### src/hw/wb_ctrl_pkg.sv
`default_nettype none

package wb_ctrl_pkg;

    typedef struct packed {
        logic       halt;
        logic       far_xfer;  // far jmp/call/ret
        logic [3:0] size_ovr;  // one-hot memory size override
    } wb_op_t;

    typedef struct packed {
        logic        valid;
        logic        taken;
        logic        correct;
        logic [31:0] fip;
        logic [31:0] fip_p1;   // next fetch line
    } wb_branch_t;

    typedef struct packed {
        logic       val;
        logic [2:0] kind;
    } wb_exc_t;

    // exception after interrupt merge
    typedef struct packed {
        logic       val;
        logic       intr;
        logic [2:0] kind;
    } wb_final_exc_t;

endpackage

`default_nettype wire

### src/hw/wb_types_pkg.sv
`default_nettype none

package wb_types_pkg;

    localparam int NUM_SLOTS  = 4;
    localparam int WBAQ_DEPTH = 4;
    localparam int WBAQ_AW    = $clog2(WBAQ_DEPTH);  // queue pointer width

    typedef logic [1:0] wb_size_t;

    localparam wb_size_t SZ_BYTE  = 2'b00;
    localparam wb_size_t SZ_WORD  = 2'b01;
    localparam wb_size_t SZ_DWORD = 2'b10;
    localparam wb_size_t SZ_QWORD = 2'b11;

    // far pointer as left in slot 0 by far jmp/call/ret
    typedef struct packed {
        logic [15:0] pad;
        logic [15:0] sel;
        logic [31:0] offset;
    } wb_far_t;

    typedef union packed {
        logic [63:0] data;
        wb_far_t     far;
    } wb_value_u;

    typedef struct packed {
        wb_value_u   value;
        logic [31:0] dest;     // reg index in [2:0], else mem address
        logic        is_reg;
        logic        is_seg;
        logic        is_mem;
        logic        wb;
    } wb_slot_t;

    typedef struct packed {
        logic [31:0] addr;
        logic [63:0] data;
        wb_size_t    size;
    } wb_mem_entry_t;

endpackage

`default_nettype wire

### src/hw/wb_input_latch.sv
`timescale 1ns/1ps
`default_nettype none

module wb_input_latch (
    input  logic                                                 clk,
    input  logic                                                 rst_n,
    input  logic                                                 stall,
    input  logic                                                 in_valid,
    input  wb_types_pkg::wb_slot_t [wb_types_pkg::NUM_SLOTS-1:0] in_slots,
    input  wb_types_pkg::wb_size_t                               in_size,
    input  logic [31:0]                                          in_eip,
    input  wb_ctrl_pkg::wb_op_t                                  in_op,
    input  wb_ctrl_pkg::wb_branch_t                              in_br,
    input  wb_ctrl_pkg::wb_exc_t                                 in_exc,
    output logic                                                 q_valid,
    output wb_types_pkg::wb_slot_t [wb_types_pkg::NUM_SLOTS-1:0] q_slots,
    output wb_types_pkg::wb_size_t                               q_size,
    output logic [31:0]                                          q_eip,
    output wb_ctrl_pkg::wb_op_t                                  q_op,
    output wb_ctrl_pkg::wb_branch_t                              q_br,
    output wb_ctrl_pkg::wb_exc_t                                 q_exc
);

    always_ff @(posedge clk) begin
        if (!rst_n) begin
            q_valid <= 1'b0;
        end else if (!stall) begin
            q_valid <= in_valid;
        end
    end

    // payload just follows the valid bit
    always_ff @(posedge clk) begin
        if (!stall) begin
            q_slots <= in_slots;
            q_size  <= in_size;
            q_eip   <= in_eip;
            q_op    <= in_op;
            q_br    <= in_br;
            q_exc   <= in_exc;
        end
    end

    // a held bundle must not retire or vanish while the queue backs up
    a_hold_valid: assert property (@(posedge clk) disable iff (!rst_n)
        stall |-> q_valid ##1 q_valid);

endmodule

`default_nettype wire

### src/hw/wb_mem_queue.sv
`timescale 1ns/1ps
`default_nettype none

module wb_mem_queue (
    input  logic                        clk,
    input  logic                        rst_n,
    input  logic                        push,
    input  wb_types_pkg::wb_mem_entry_t entry,
    input  logic                        mem_ack,
    output logic                        full,
    output logic                        mem_req,
    output wb_types_pkg::wb_mem_entry_t mem_head
);

    import wb_types_pkg::*;

    wb_mem_entry_t      mem [WBAQ_DEPTH];
    logic [WBAQ_AW-1:0] wr_ptr;
    logic [WBAQ_AW-1:0] rd_ptr;
    logic [WBAQ_AW:0]   count;
    logic               pop;
    logic               do_push;

    assign full     = (count == (WBAQ_AW + 1)'(WBAQ_DEPTH));
    assign mem_req  = (count != '0);
    assign mem_head = mem[rd_ptr];

    assign pop     = mem_ack && mem_req;
    assign do_push = push && (!full || pop);  // full is seen before the pop

    always_ff @(posedge clk) begin
        if (!rst_n) begin
            wr_ptr <= '0;
            rd_ptr <= '0;
            count  <= '0;
        end else begin
            if (do_push) begin
                wr_ptr <= (wr_ptr == WBAQ_AW'(WBAQ_DEPTH - 1)) ? '0 : wr_ptr + 1'b1;
            end
            if (pop) begin
                rd_ptr <= (rd_ptr == WBAQ_AW'(WBAQ_DEPTH - 1)) ? '0 : rd_ptr + 1'b1;
            end
            case ({do_push, pop})
                2'b10:   count <= count + 1'b1;
                2'b01:   count <= count - 1'b1;
                default: count <= count;
            endcase
        end
    end

    always_ff @(posedge clk) begin
        if (do_push) begin
            mem[wr_ptr] <= entry;
        end
    end

    // upstream stall must keep pushes off a full queue
    a_no_overflow: assert property (@(posedge clk) disable iff (!rst_n)
        push && full |-> mem_ack);

    a_no_underflow: assert property (@(posedge clk) disable iff (!rst_n)
        mem_ack |-> mem_req);

endmodule

`default_nettype wire

### src/hw/wb_reg_file.sv
`timescale 1ns/1ps
`default_nettype none

module wb_reg_file (
    input  logic                                                 clk,
    input  logic                                                 rst_n,
    input  wb_types_pkg::wb_slot_t [wb_types_pkg::NUM_SLOTS-1:0] slots,
    input  wb_types_pkg::wb_size_t                               size,
    input  logic [wb_types_pkg::NUM_SLOTS-1:0]                   reg_ld,
    input  logic [wb_types_pkg::NUM_SLOTS-1:0]                   seg_ld,
    input  logic                                                 cs_ld,
    input  logic [15:0]                                          cs_value,
    input  logic [2:0]                                           gpr_rd_addr,
    output logic [31:0]                                          gpr_rd_data,
    input  logic [2:0]                                           seg_rd_addr,
    output logic [15:0]                                          seg_rd_data
);

    import wb_types_pkg::*;

    localparam logic [2:0] CS_IDX = 3'd1;

    logic [7:0][31:0] gpr;
    logic [7:0][31:0] gpr_nxt;
    logic [7:0][15:0] seg;
    logic [7:0][15:0] seg_nxt;
    logic [2:0]       idx;

    // slots applied in order, later slot wins and merges over earlier
    always_comb begin
        gpr_nxt = gpr;
        seg_nxt = seg;
        idx     = 3'd0;
        for (int i = 0; i < NUM_SLOTS; i++) begin
            idx = slots[i].dest[2:0];
            if (reg_ld[i]) begin
                case (size)
                    SZ_BYTE: gpr_nxt[idx][7:0]  = slots[i].value.data[7:0];
                    SZ_WORD: gpr_nxt[idx][15:0] = slots[i].value.data[15:0];
                    default: gpr_nxt[idx]       = slots[i].value.data[31:0];
                endcase
            end
            if (seg_ld[i]) begin
                seg_nxt[idx] = slots[i].value.data[15:0];
            end
        end
        if (cs_ld) begin
            seg_nxt[CS_IDX] = cs_value;  // far transfer overrides any slot write
        end
    end

    always_ff @(posedge clk) begin
        if (!rst_n) begin
            gpr <= '0;
            seg <= '0;
        end else begin
            gpr <= gpr_nxt;
            seg <= seg_nxt;
        end
    end

    assign gpr_rd_data = gpr[gpr_rd_addr];
    assign seg_rd_data = seg[seg_rd_addr];

endmodule

`default_nettype wire

### src/hw/wb_route.sv
`timescale 1ns/1ps
`default_nettype none

module wb_route (
    input  logic                                                 clk,
    input  logic                                                 rst_n,
    input  logic                                                 valid,
    input  wb_types_pkg::wb_slot_t [wb_types_pkg::NUM_SLOTS-1:0] slots,
    input  wb_types_pkg::wb_size_t                               size,
    input  logic [31:0]                                          eip,
    input  wb_ctrl_pkg::wb_op_t                                  op,
    input  wb_ctrl_pkg::wb_branch_t                              br,
    input  wb_ctrl_pkg::wb_exc_t                                 exc,
    input  logic                                                 interrupt,
    input  logic                                                 wbaq_full,
    output logic [wb_types_pkg::NUM_SLOTS-1:0]                   reg_ld,
    output logic [wb_types_pkg::NUM_SLOTS-1:0]                   seg_ld,
    output logic                                                 cs_ld,
    output logic [15:0]                                          cs_value,
    output logic                                                 mem_push,
    output wb_types_pkg::wb_mem_entry_t                          mem_entry,
    output logic                                                 stall,
    output logic [31:0]                                          new_eip,
    output logic [31:0]                                          new_fip_e,
    output logic [31:0]                                          new_fip_o,
    output logic                                                 resteer,
    output wb_ctrl_pkg::wb_final_exc_t                           final_exc,
    output logic                                                 halted
);

    import wb_types_pkg::*;
    import wb_ctrl_pkg::*;

    logic [NUM_SLOTS-1:0] mem_sel;  // memory slots, before stall
    logic                 fire;     // bundle retires this cycle
    logic [31:0]          line_a;
    logic [31:0]          line_b;

    always_comb begin
        for (int i = 0; i < NUM_SLOTS; i++) begin
            mem_sel[i] = valid && slots[i].wb && slots[i].is_mem;
        end
    end

    assign stall = (|mem_sel) && wbaq_full;
    assign fire  = valid && !stall;

    always_comb begin
        for (int i = 0; i < NUM_SLOTS; i++) begin
            reg_ld[i] = fire && slots[i].wb && slots[i].is_reg;
            seg_ld[i] = fire && slots[i].wb && slots[i].is_seg;
        end
    end

    assign cs_ld    = fire && op.far_xfer;
    assign cs_value = slots[0].value.far.sel;
    assign mem_push = fire && (|mem_sel);

    // walk down so the lowest memory slot is the one kept
    always_comb begin
        mem_entry.addr = slots[0].dest;
        mem_entry.data = slots[0].value.data;
        for (int i = NUM_SLOTS - 1; i >= 0; i--) begin
            if (mem_sel[i]) begin
                mem_entry.addr = slots[i].dest;
                mem_entry.data = slots[i].value.data;
            end
        end
        if (op.size_ovr[0])      mem_entry.size = SZ_BYTE;
        else if (op.size_ovr[1]) mem_entry.size = SZ_WORD;
        else if (op.size_ovr[2]) mem_entry.size = SZ_DWORD;
        else if (op.size_ovr[3]) mem_entry.size = SZ_QWORD;
        else if (op.far_xfer)    mem_entry.size = SZ_QWORD;  // far ptr push
        else                     mem_entry.size = size;
    end

    always_comb begin
        if (!br.taken)        new_eip = eip;
        else if (op.far_xfer) new_eip = slots[0].value.far.offset;
        else                  new_eip = br.fip;
    end

    assign line_a = {br.fip[31:4], 4'd0};
    assign line_b = {br.fip_p1[31:4], 4'd0};

    // even bank gets whichever line has bit 4 clear
    assign new_fip_e = br.fip[4] ? line_b : line_a;
    assign new_fip_o = br.fip[4] ? line_a : line_b;

    assign resteer = fire && br.valid && !br.correct;

    assign final_exc.val  = exc.val || interrupt;
    assign final_exc.intr = interrupt;
    assign final_exc.kind = exc.kind;

    always_ff @(posedge clk) begin
        if (!rst_n) begin
            halted <= 1'b0;
        end else if (fire && op.halt) begin
            halted <= 1'b1;  // sticky until reset
        end
    end

    // the queue takes one entry per bundle
    a_one_mem_slot: assert property (@(posedge clk) disable iff (!rst_n)
        valid |-> $onehot0(mem_sel));

endmodule

`default_nettype wire

### src/hw/wb_top.sv
`timescale 1ns/1ps
`default_nettype none

module wb_top (
    input  logic                                                 clk,
    input  logic                                                 rst_n,
    input  logic                                                 in_valid,
    input  wb_types_pkg::wb_slot_t [wb_types_pkg::NUM_SLOTS-1:0] in_slots,
    input  wb_types_pkg::wb_size_t                               in_size,
    input  logic [31:0]                                          in_eip,
    input  wb_ctrl_pkg::wb_op_t                                  in_op,
    input  wb_ctrl_pkg::wb_branch_t                              in_br,
    input  wb_ctrl_pkg::wb_exc_t                                 in_exc,
    input  logic                                                 interrupt,
    input  logic                                                 mem_ack,
    input  logic [2:0]                                           gpr_rd_addr,
    input  logic [2:0]                                           seg_rd_addr,
    output logic                                                 stall,
    output logic [31:0]                                          new_eip,
    output logic [31:0]                                          new_fip_e,
    output logic [31:0]                                          new_fip_o,
    output logic                                                 resteer,
    output wb_ctrl_pkg::wb_final_exc_t                           final_exc,
    output logic                                                 halted,
    output logic [31:0]                                          gpr_rd_data,
    output logic [15:0]                                          seg_rd_data,
    output logic                                                 mem_req,
    output wb_types_pkg::wb_mem_entry_t                          mem_head
);

    import wb_types_pkg::*;
    import wb_ctrl_pkg::*;

    // latched bundle
    logic                           q_valid;
    wb_slot_t [NUM_SLOTS-1:0]       q_slots;
    wb_size_t                       q_size;
    logic [31:0]                    q_eip;
    wb_op_t                         q_op;
    wb_branch_t                     q_br;
    wb_exc_t                        q_exc;

    logic [NUM_SLOTS-1:0]           reg_ld;
    logic [NUM_SLOTS-1:0]           seg_ld;
    logic                           cs_ld;
    logic [15:0]                    cs_value;
    logic                           mem_push;
    wb_mem_entry_t                  mem_entry;
    logic                           wbaq_full;

    wb_input_latch u_latch (
        .clk      (clk),
        .rst_n    (rst_n),
        .stall    (stall),
        .in_valid (in_valid),
        .in_slots (in_slots),
        .in_size  (in_size),
        .in_eip   (in_eip),
        .in_op    (in_op),
        .in_br    (in_br),
        .in_exc   (in_exc),
        .q_valid  (q_valid),
        .q_slots  (q_slots),
        .q_size   (q_size),
        .q_eip    (q_eip),
        .q_op     (q_op),
        .q_br     (q_br),
        .q_exc    (q_exc)
    );

    wb_route u_route (
        .clk       (clk),
        .rst_n     (rst_n),
        .valid     (q_valid),
        .slots     (q_slots),
        .size      (q_size),
        .eip       (q_eip),
        .op        (q_op),
        .br        (q_br),
        .exc       (q_exc),
        .interrupt (interrupt),
        .wbaq_full (wbaq_full),
        .reg_ld    (reg_ld),
        .seg_ld    (seg_ld),
        .cs_ld     (cs_ld),
        .cs_value  (cs_value),
        .mem_push  (mem_push),
        .mem_entry (mem_entry),
        .stall     (stall),
        .new_eip   (new_eip),
        .new_fip_e (new_fip_e),
        .new_fip_o (new_fip_o),
        .resteer   (resteer),
        .final_exc (final_exc),
        .halted    (halted)
    );

    wb_reg_file u_regs (
        .clk         (clk),
        .rst_n       (rst_n),
        .slots       (q_slots),
        .size        (q_size),
        .reg_ld      (reg_ld),
        .seg_ld      (seg_ld),
        .cs_ld       (cs_ld),
        .cs_value    (cs_value),
        .gpr_rd_addr (gpr_rd_addr),
        .gpr_rd_data (gpr_rd_data),
        .seg_rd_addr (seg_rd_addr),
        .seg_rd_data (seg_rd_data)
    );

    wb_mem_queue u_wbaq (
        .clk      (clk),
        .rst_n    (rst_n),
        .push     (mem_push),
        .entry    (mem_entry),
        .mem_ack  (mem_ack),
        .full     (wbaq_full),
        .mem_req  (mem_req),
        .mem_head (mem_head)
    );

endmodule

`default_nettype wire

### config.mk
export PLATFORM = sky130hd
export DESIGN_NAME = wb_top
export DESIGN_NICKNAME = d
export VERILOG_FILES = /design/src/hw/wb_ctrl_pkg.sv /design/src/hw/wb_types_pkg.sv /design/src/hw/wb_input_latch.sv /design/src/hw/wb_mem_queue.sv /design/src/hw/wb_reg_file.sv /design/src/hw/wb_route.sv /design/src/hw/wb_top.sv
export SDC_FILE = /design/constraint.sdc
export NUM_CORES = 2
export LEC_CHECK = 0
export BUFFER_PORTS_ARGS = -buffer_cell sky130_fd_sc_hd__buf_2
export CORE_MARGIN = 3
export CORE_UTILIZATION = 43
export DETAILED_ROUTE_END_ITERATION = 12
export PLACE_DENSITY = 0.65
export SLEW_MARGIN = 20
export SYNTH_ARGS = -nofsm -noshare
export SYNTH_HDL_FRONTEND = slang
export SYNTH_HIERARCHICAL = 1
export SYNTH_SLANG_ARGS = --single-unit
export TNS_END_PERCENT = 30
### constraint.sdc
create_clock -name clk -period 31.4 [get_ports clk]
set_input_delay 1.57 -clock clk [delete_from_list [all_inputs] [get_ports clk]]
set_output_delay 1.57 -clock clk [all_outputs]
set_load 0.01 [all_outputs]
==> impl_metrics.json <==
{
  "cp-start-kind": "primary input",
  "post_cts_buffers": 0,
  "die_x_um": 401,
  "core_area_um2": 154000,
  "drv_slew": 0,
  "syn_to_final_growth_pct": 14.2,
  "irDropWorstVdd_uv": 52.4,
  "num_vias": 58400,
  "p_sw_share_pct": 25.4,
  "path_delay_family": "buffers and inverters",
  "grt.total_usage_pct": 33.2,
  "avgSynthCellArea_um2": 11.3,
  "routed_wl_mm": 279,
  "grt_pass1_wl_mm": 393,
  "max_freq_mhz": 174,
  "grt_pass1_vias": 53900,
  "p_per_area_nw_per_um2": 53.6,
  "status": "finished, final reports clean",
  "worstHoldPathType": "reg -> reg",
  "ctsHtreeMaxLevel": 4,
  "p_leak_nw": 26.7,
  "cts_buffers": 145,
  "clock_latency_ns": 0.82,
  "min_period_ns": 5.75,
  "path_class": "in -> out",
  "start_util_pct": 43.4,
  "port_buffers": 760,
  "ioPinCount": 773,
  "row_count": 144,
  "cts_tree": "built",
  "finClkSkew_ns": 0.0548,
  "p_seq_share_pct": 47.3,
  "yosys_warnings": 6,
  "endpoint_kind": "primary output",
  "crit_slowest_cell": "buf_4",
  "total_power_w": 0.00410,
  "netlist_area_um2": 66900,
  "tightest_slew_ns": 1.23,
  "timing.final.crit_share_pct": 18.3,
  "clock_sinks": 1294,
  "p_clk_share_pct": 44.2,
  "crit_path_cell_trace": "buf_4, buf_4, mux4_2, mux2_2, buf_2",
  "clock_path_buffers": 3,
  "cp_common_cell": "buf_4",
  "antenna_found_initial": 49,
  "dp_hpwl_mm": 170,
  "p_int_w": 0.00306,
  "combPwrFrac_pct": 8.5,
  "grt-ovfl-total": 0,
  "arrival_ns": 4.18,
  "drtIter0Drc": 10500,
  "gp_congestion": 0.922,
  "cts.repair.resized": 0,
  "postRouteAntennaNets": 0,
  "final-hold-violation-count": 0,
  "fin_area_um2": 76500,
  "path_max_fanout": 33,
  "place_area_um2": 71200,
  "cts_root_buf": "clkbuf_16",
  "slew_headroom_pct": 17.8,
  "drc": 0,
  "cts_hold_buffers": 0,
  "nets": 6751,
  "syn_inst": 5919,
  "switching_power_w": 0.00104,
  "dr.pass1.iters": 9,
  "drive_above_1_share_pct": 25.0,
  "crit_buf_inv": 3,
  "setup_viol": 0,
  "rsz0062_at_grt": "false",
  "grt_max_degree": 134,
  "critical-path-max-stage-delay_ns": 0.70,
  "die_y_um": 401,
  "vias_per_cell": 6.93,
  "cap_violations": 0,
  "die-area_um2": 160000,
  "drt-wirelength-per-cell_um": 33.2,
  "required_ns": 29.83,
  "cts.clk_slew.worst_paths_ns": 0.06,
  "setup-tns-final_ns": 0
}
==> stage by stage <==
step | setup slack, ns | cells | hold slack [ns] | util, %
global route | 25.54 | 8410 | 0.513 | 49.5
finish | 25.65 | 8425 | 0.493 | 49.5
CTS | 25.63 | 8380 | 0.493 | 49.4
floorplan | 19.67 | 5926 | 0.463 | -
global placement | 25.67 | 8115 | 0.462 | 46.1
detailed placement | 25.63 | 8115 | 0.475 | 46.1
==> per-layer routing <==
metal  GRT usage, %  routed length (µm)  up-vias
li1               -                   -    23900
met2           49.4              121000     5236
met4           19.1               20100       12
met5              0                 235        -
met3           10.9               39100     1093
met1           42.4               99200    28200
==> state kept, by name (all words and copies together), names as in the netlist, named ones only <==
name,flops
u_latch/q_br,63
u_latch/q_eip,32
u_latch/q_exc,4
u_latch/q_op,6
u_latch/q_size,2
u_latch/q_slots,400
u_latch/q_valid,1
u_regs/gpr,256
u_regs/seg,128
u_route/halted,1
u_wbaq/count,3
u_wbaq/mem,392
u_wbaq/rd_ptr,2
u_wbaq/wr_ptr,2
==> placed cells by master, fill, tap and decap left out, types with 13 or more instances in the layout <==
cell         n
edfxtp_1   899
buf_2      758
o21ai_0    656
dfxtp_1    392
nand2_1    371
a211o_1    251
a31oi_1    250
nor2_1     221
mux2i_1    210
a21oi_1    204
mux4_2     194
o211ai_1   188
nor3_1     184
buf_4      172
clkbuf_16  147
a32oi_1    128
a211oi_1   116
mux2_2     105
a21boi_0    98
and4_1      98
a21o_1      58
o22ai_1     56
diode_2     40
nand3_1     37
o221ai_1    35
a211oi_2    32
clkbuf_1    29
clkinv_1    23
a22oi_1     23
o31ai_1     22
nor2b_1     21
bufinv_16   20
nand4b_1    14
nand2b_1    13
nand4bb_1   13
==> worst paths after layout <==
path | from | endpoint | slack [ns] | depth (start not counted)
setup / recovery | gpr_rd_addr[0] | gpr_rd_data[14] | 25.65 | 5
hold / removal | u_route/halted | u_route/halted | 0.49 | 2
setup reg to reg | u_latch/q_valid | u_latch/q_slots[396] | 26.18 | 8
hold reg to reg | u_route/halted | u_route/halted | 0.49 | 2
==> cell type report <==
class / count / area [µm²]
clock inverters: 79 / 1120
repair buffers: 938 / 5200
inverters: 13 / 58.8
clock buffers: 186 / 3930
multi-input cells: 3831 / 28600
well taps: 2044 / 2560
diodes: 40 / 100
fillers: 13500 / 77900
flip-flops and latches: 1294 / 34900
==> power groups by stage <==
stage	Sequential, W	Clock (W)	Combinational, W
after floorplan	0.00194	0	0.000193
after global placement	0.00197	0	0.000325
after detailed placement	0.00197	0	0.000331
after CTS	0.00194	0.00183	0.000332
after global routing	0.00194	0.00189	0.000360
final	0.00194	0.00181	0.000347
==> worst min-delay path, stage by stage (launching register included) <==
cell,delay [ns]
dfxtp_1,0.33
o21ai_0,0.08
o21ai_0,0.06
(Power assumes the default switching activity.)
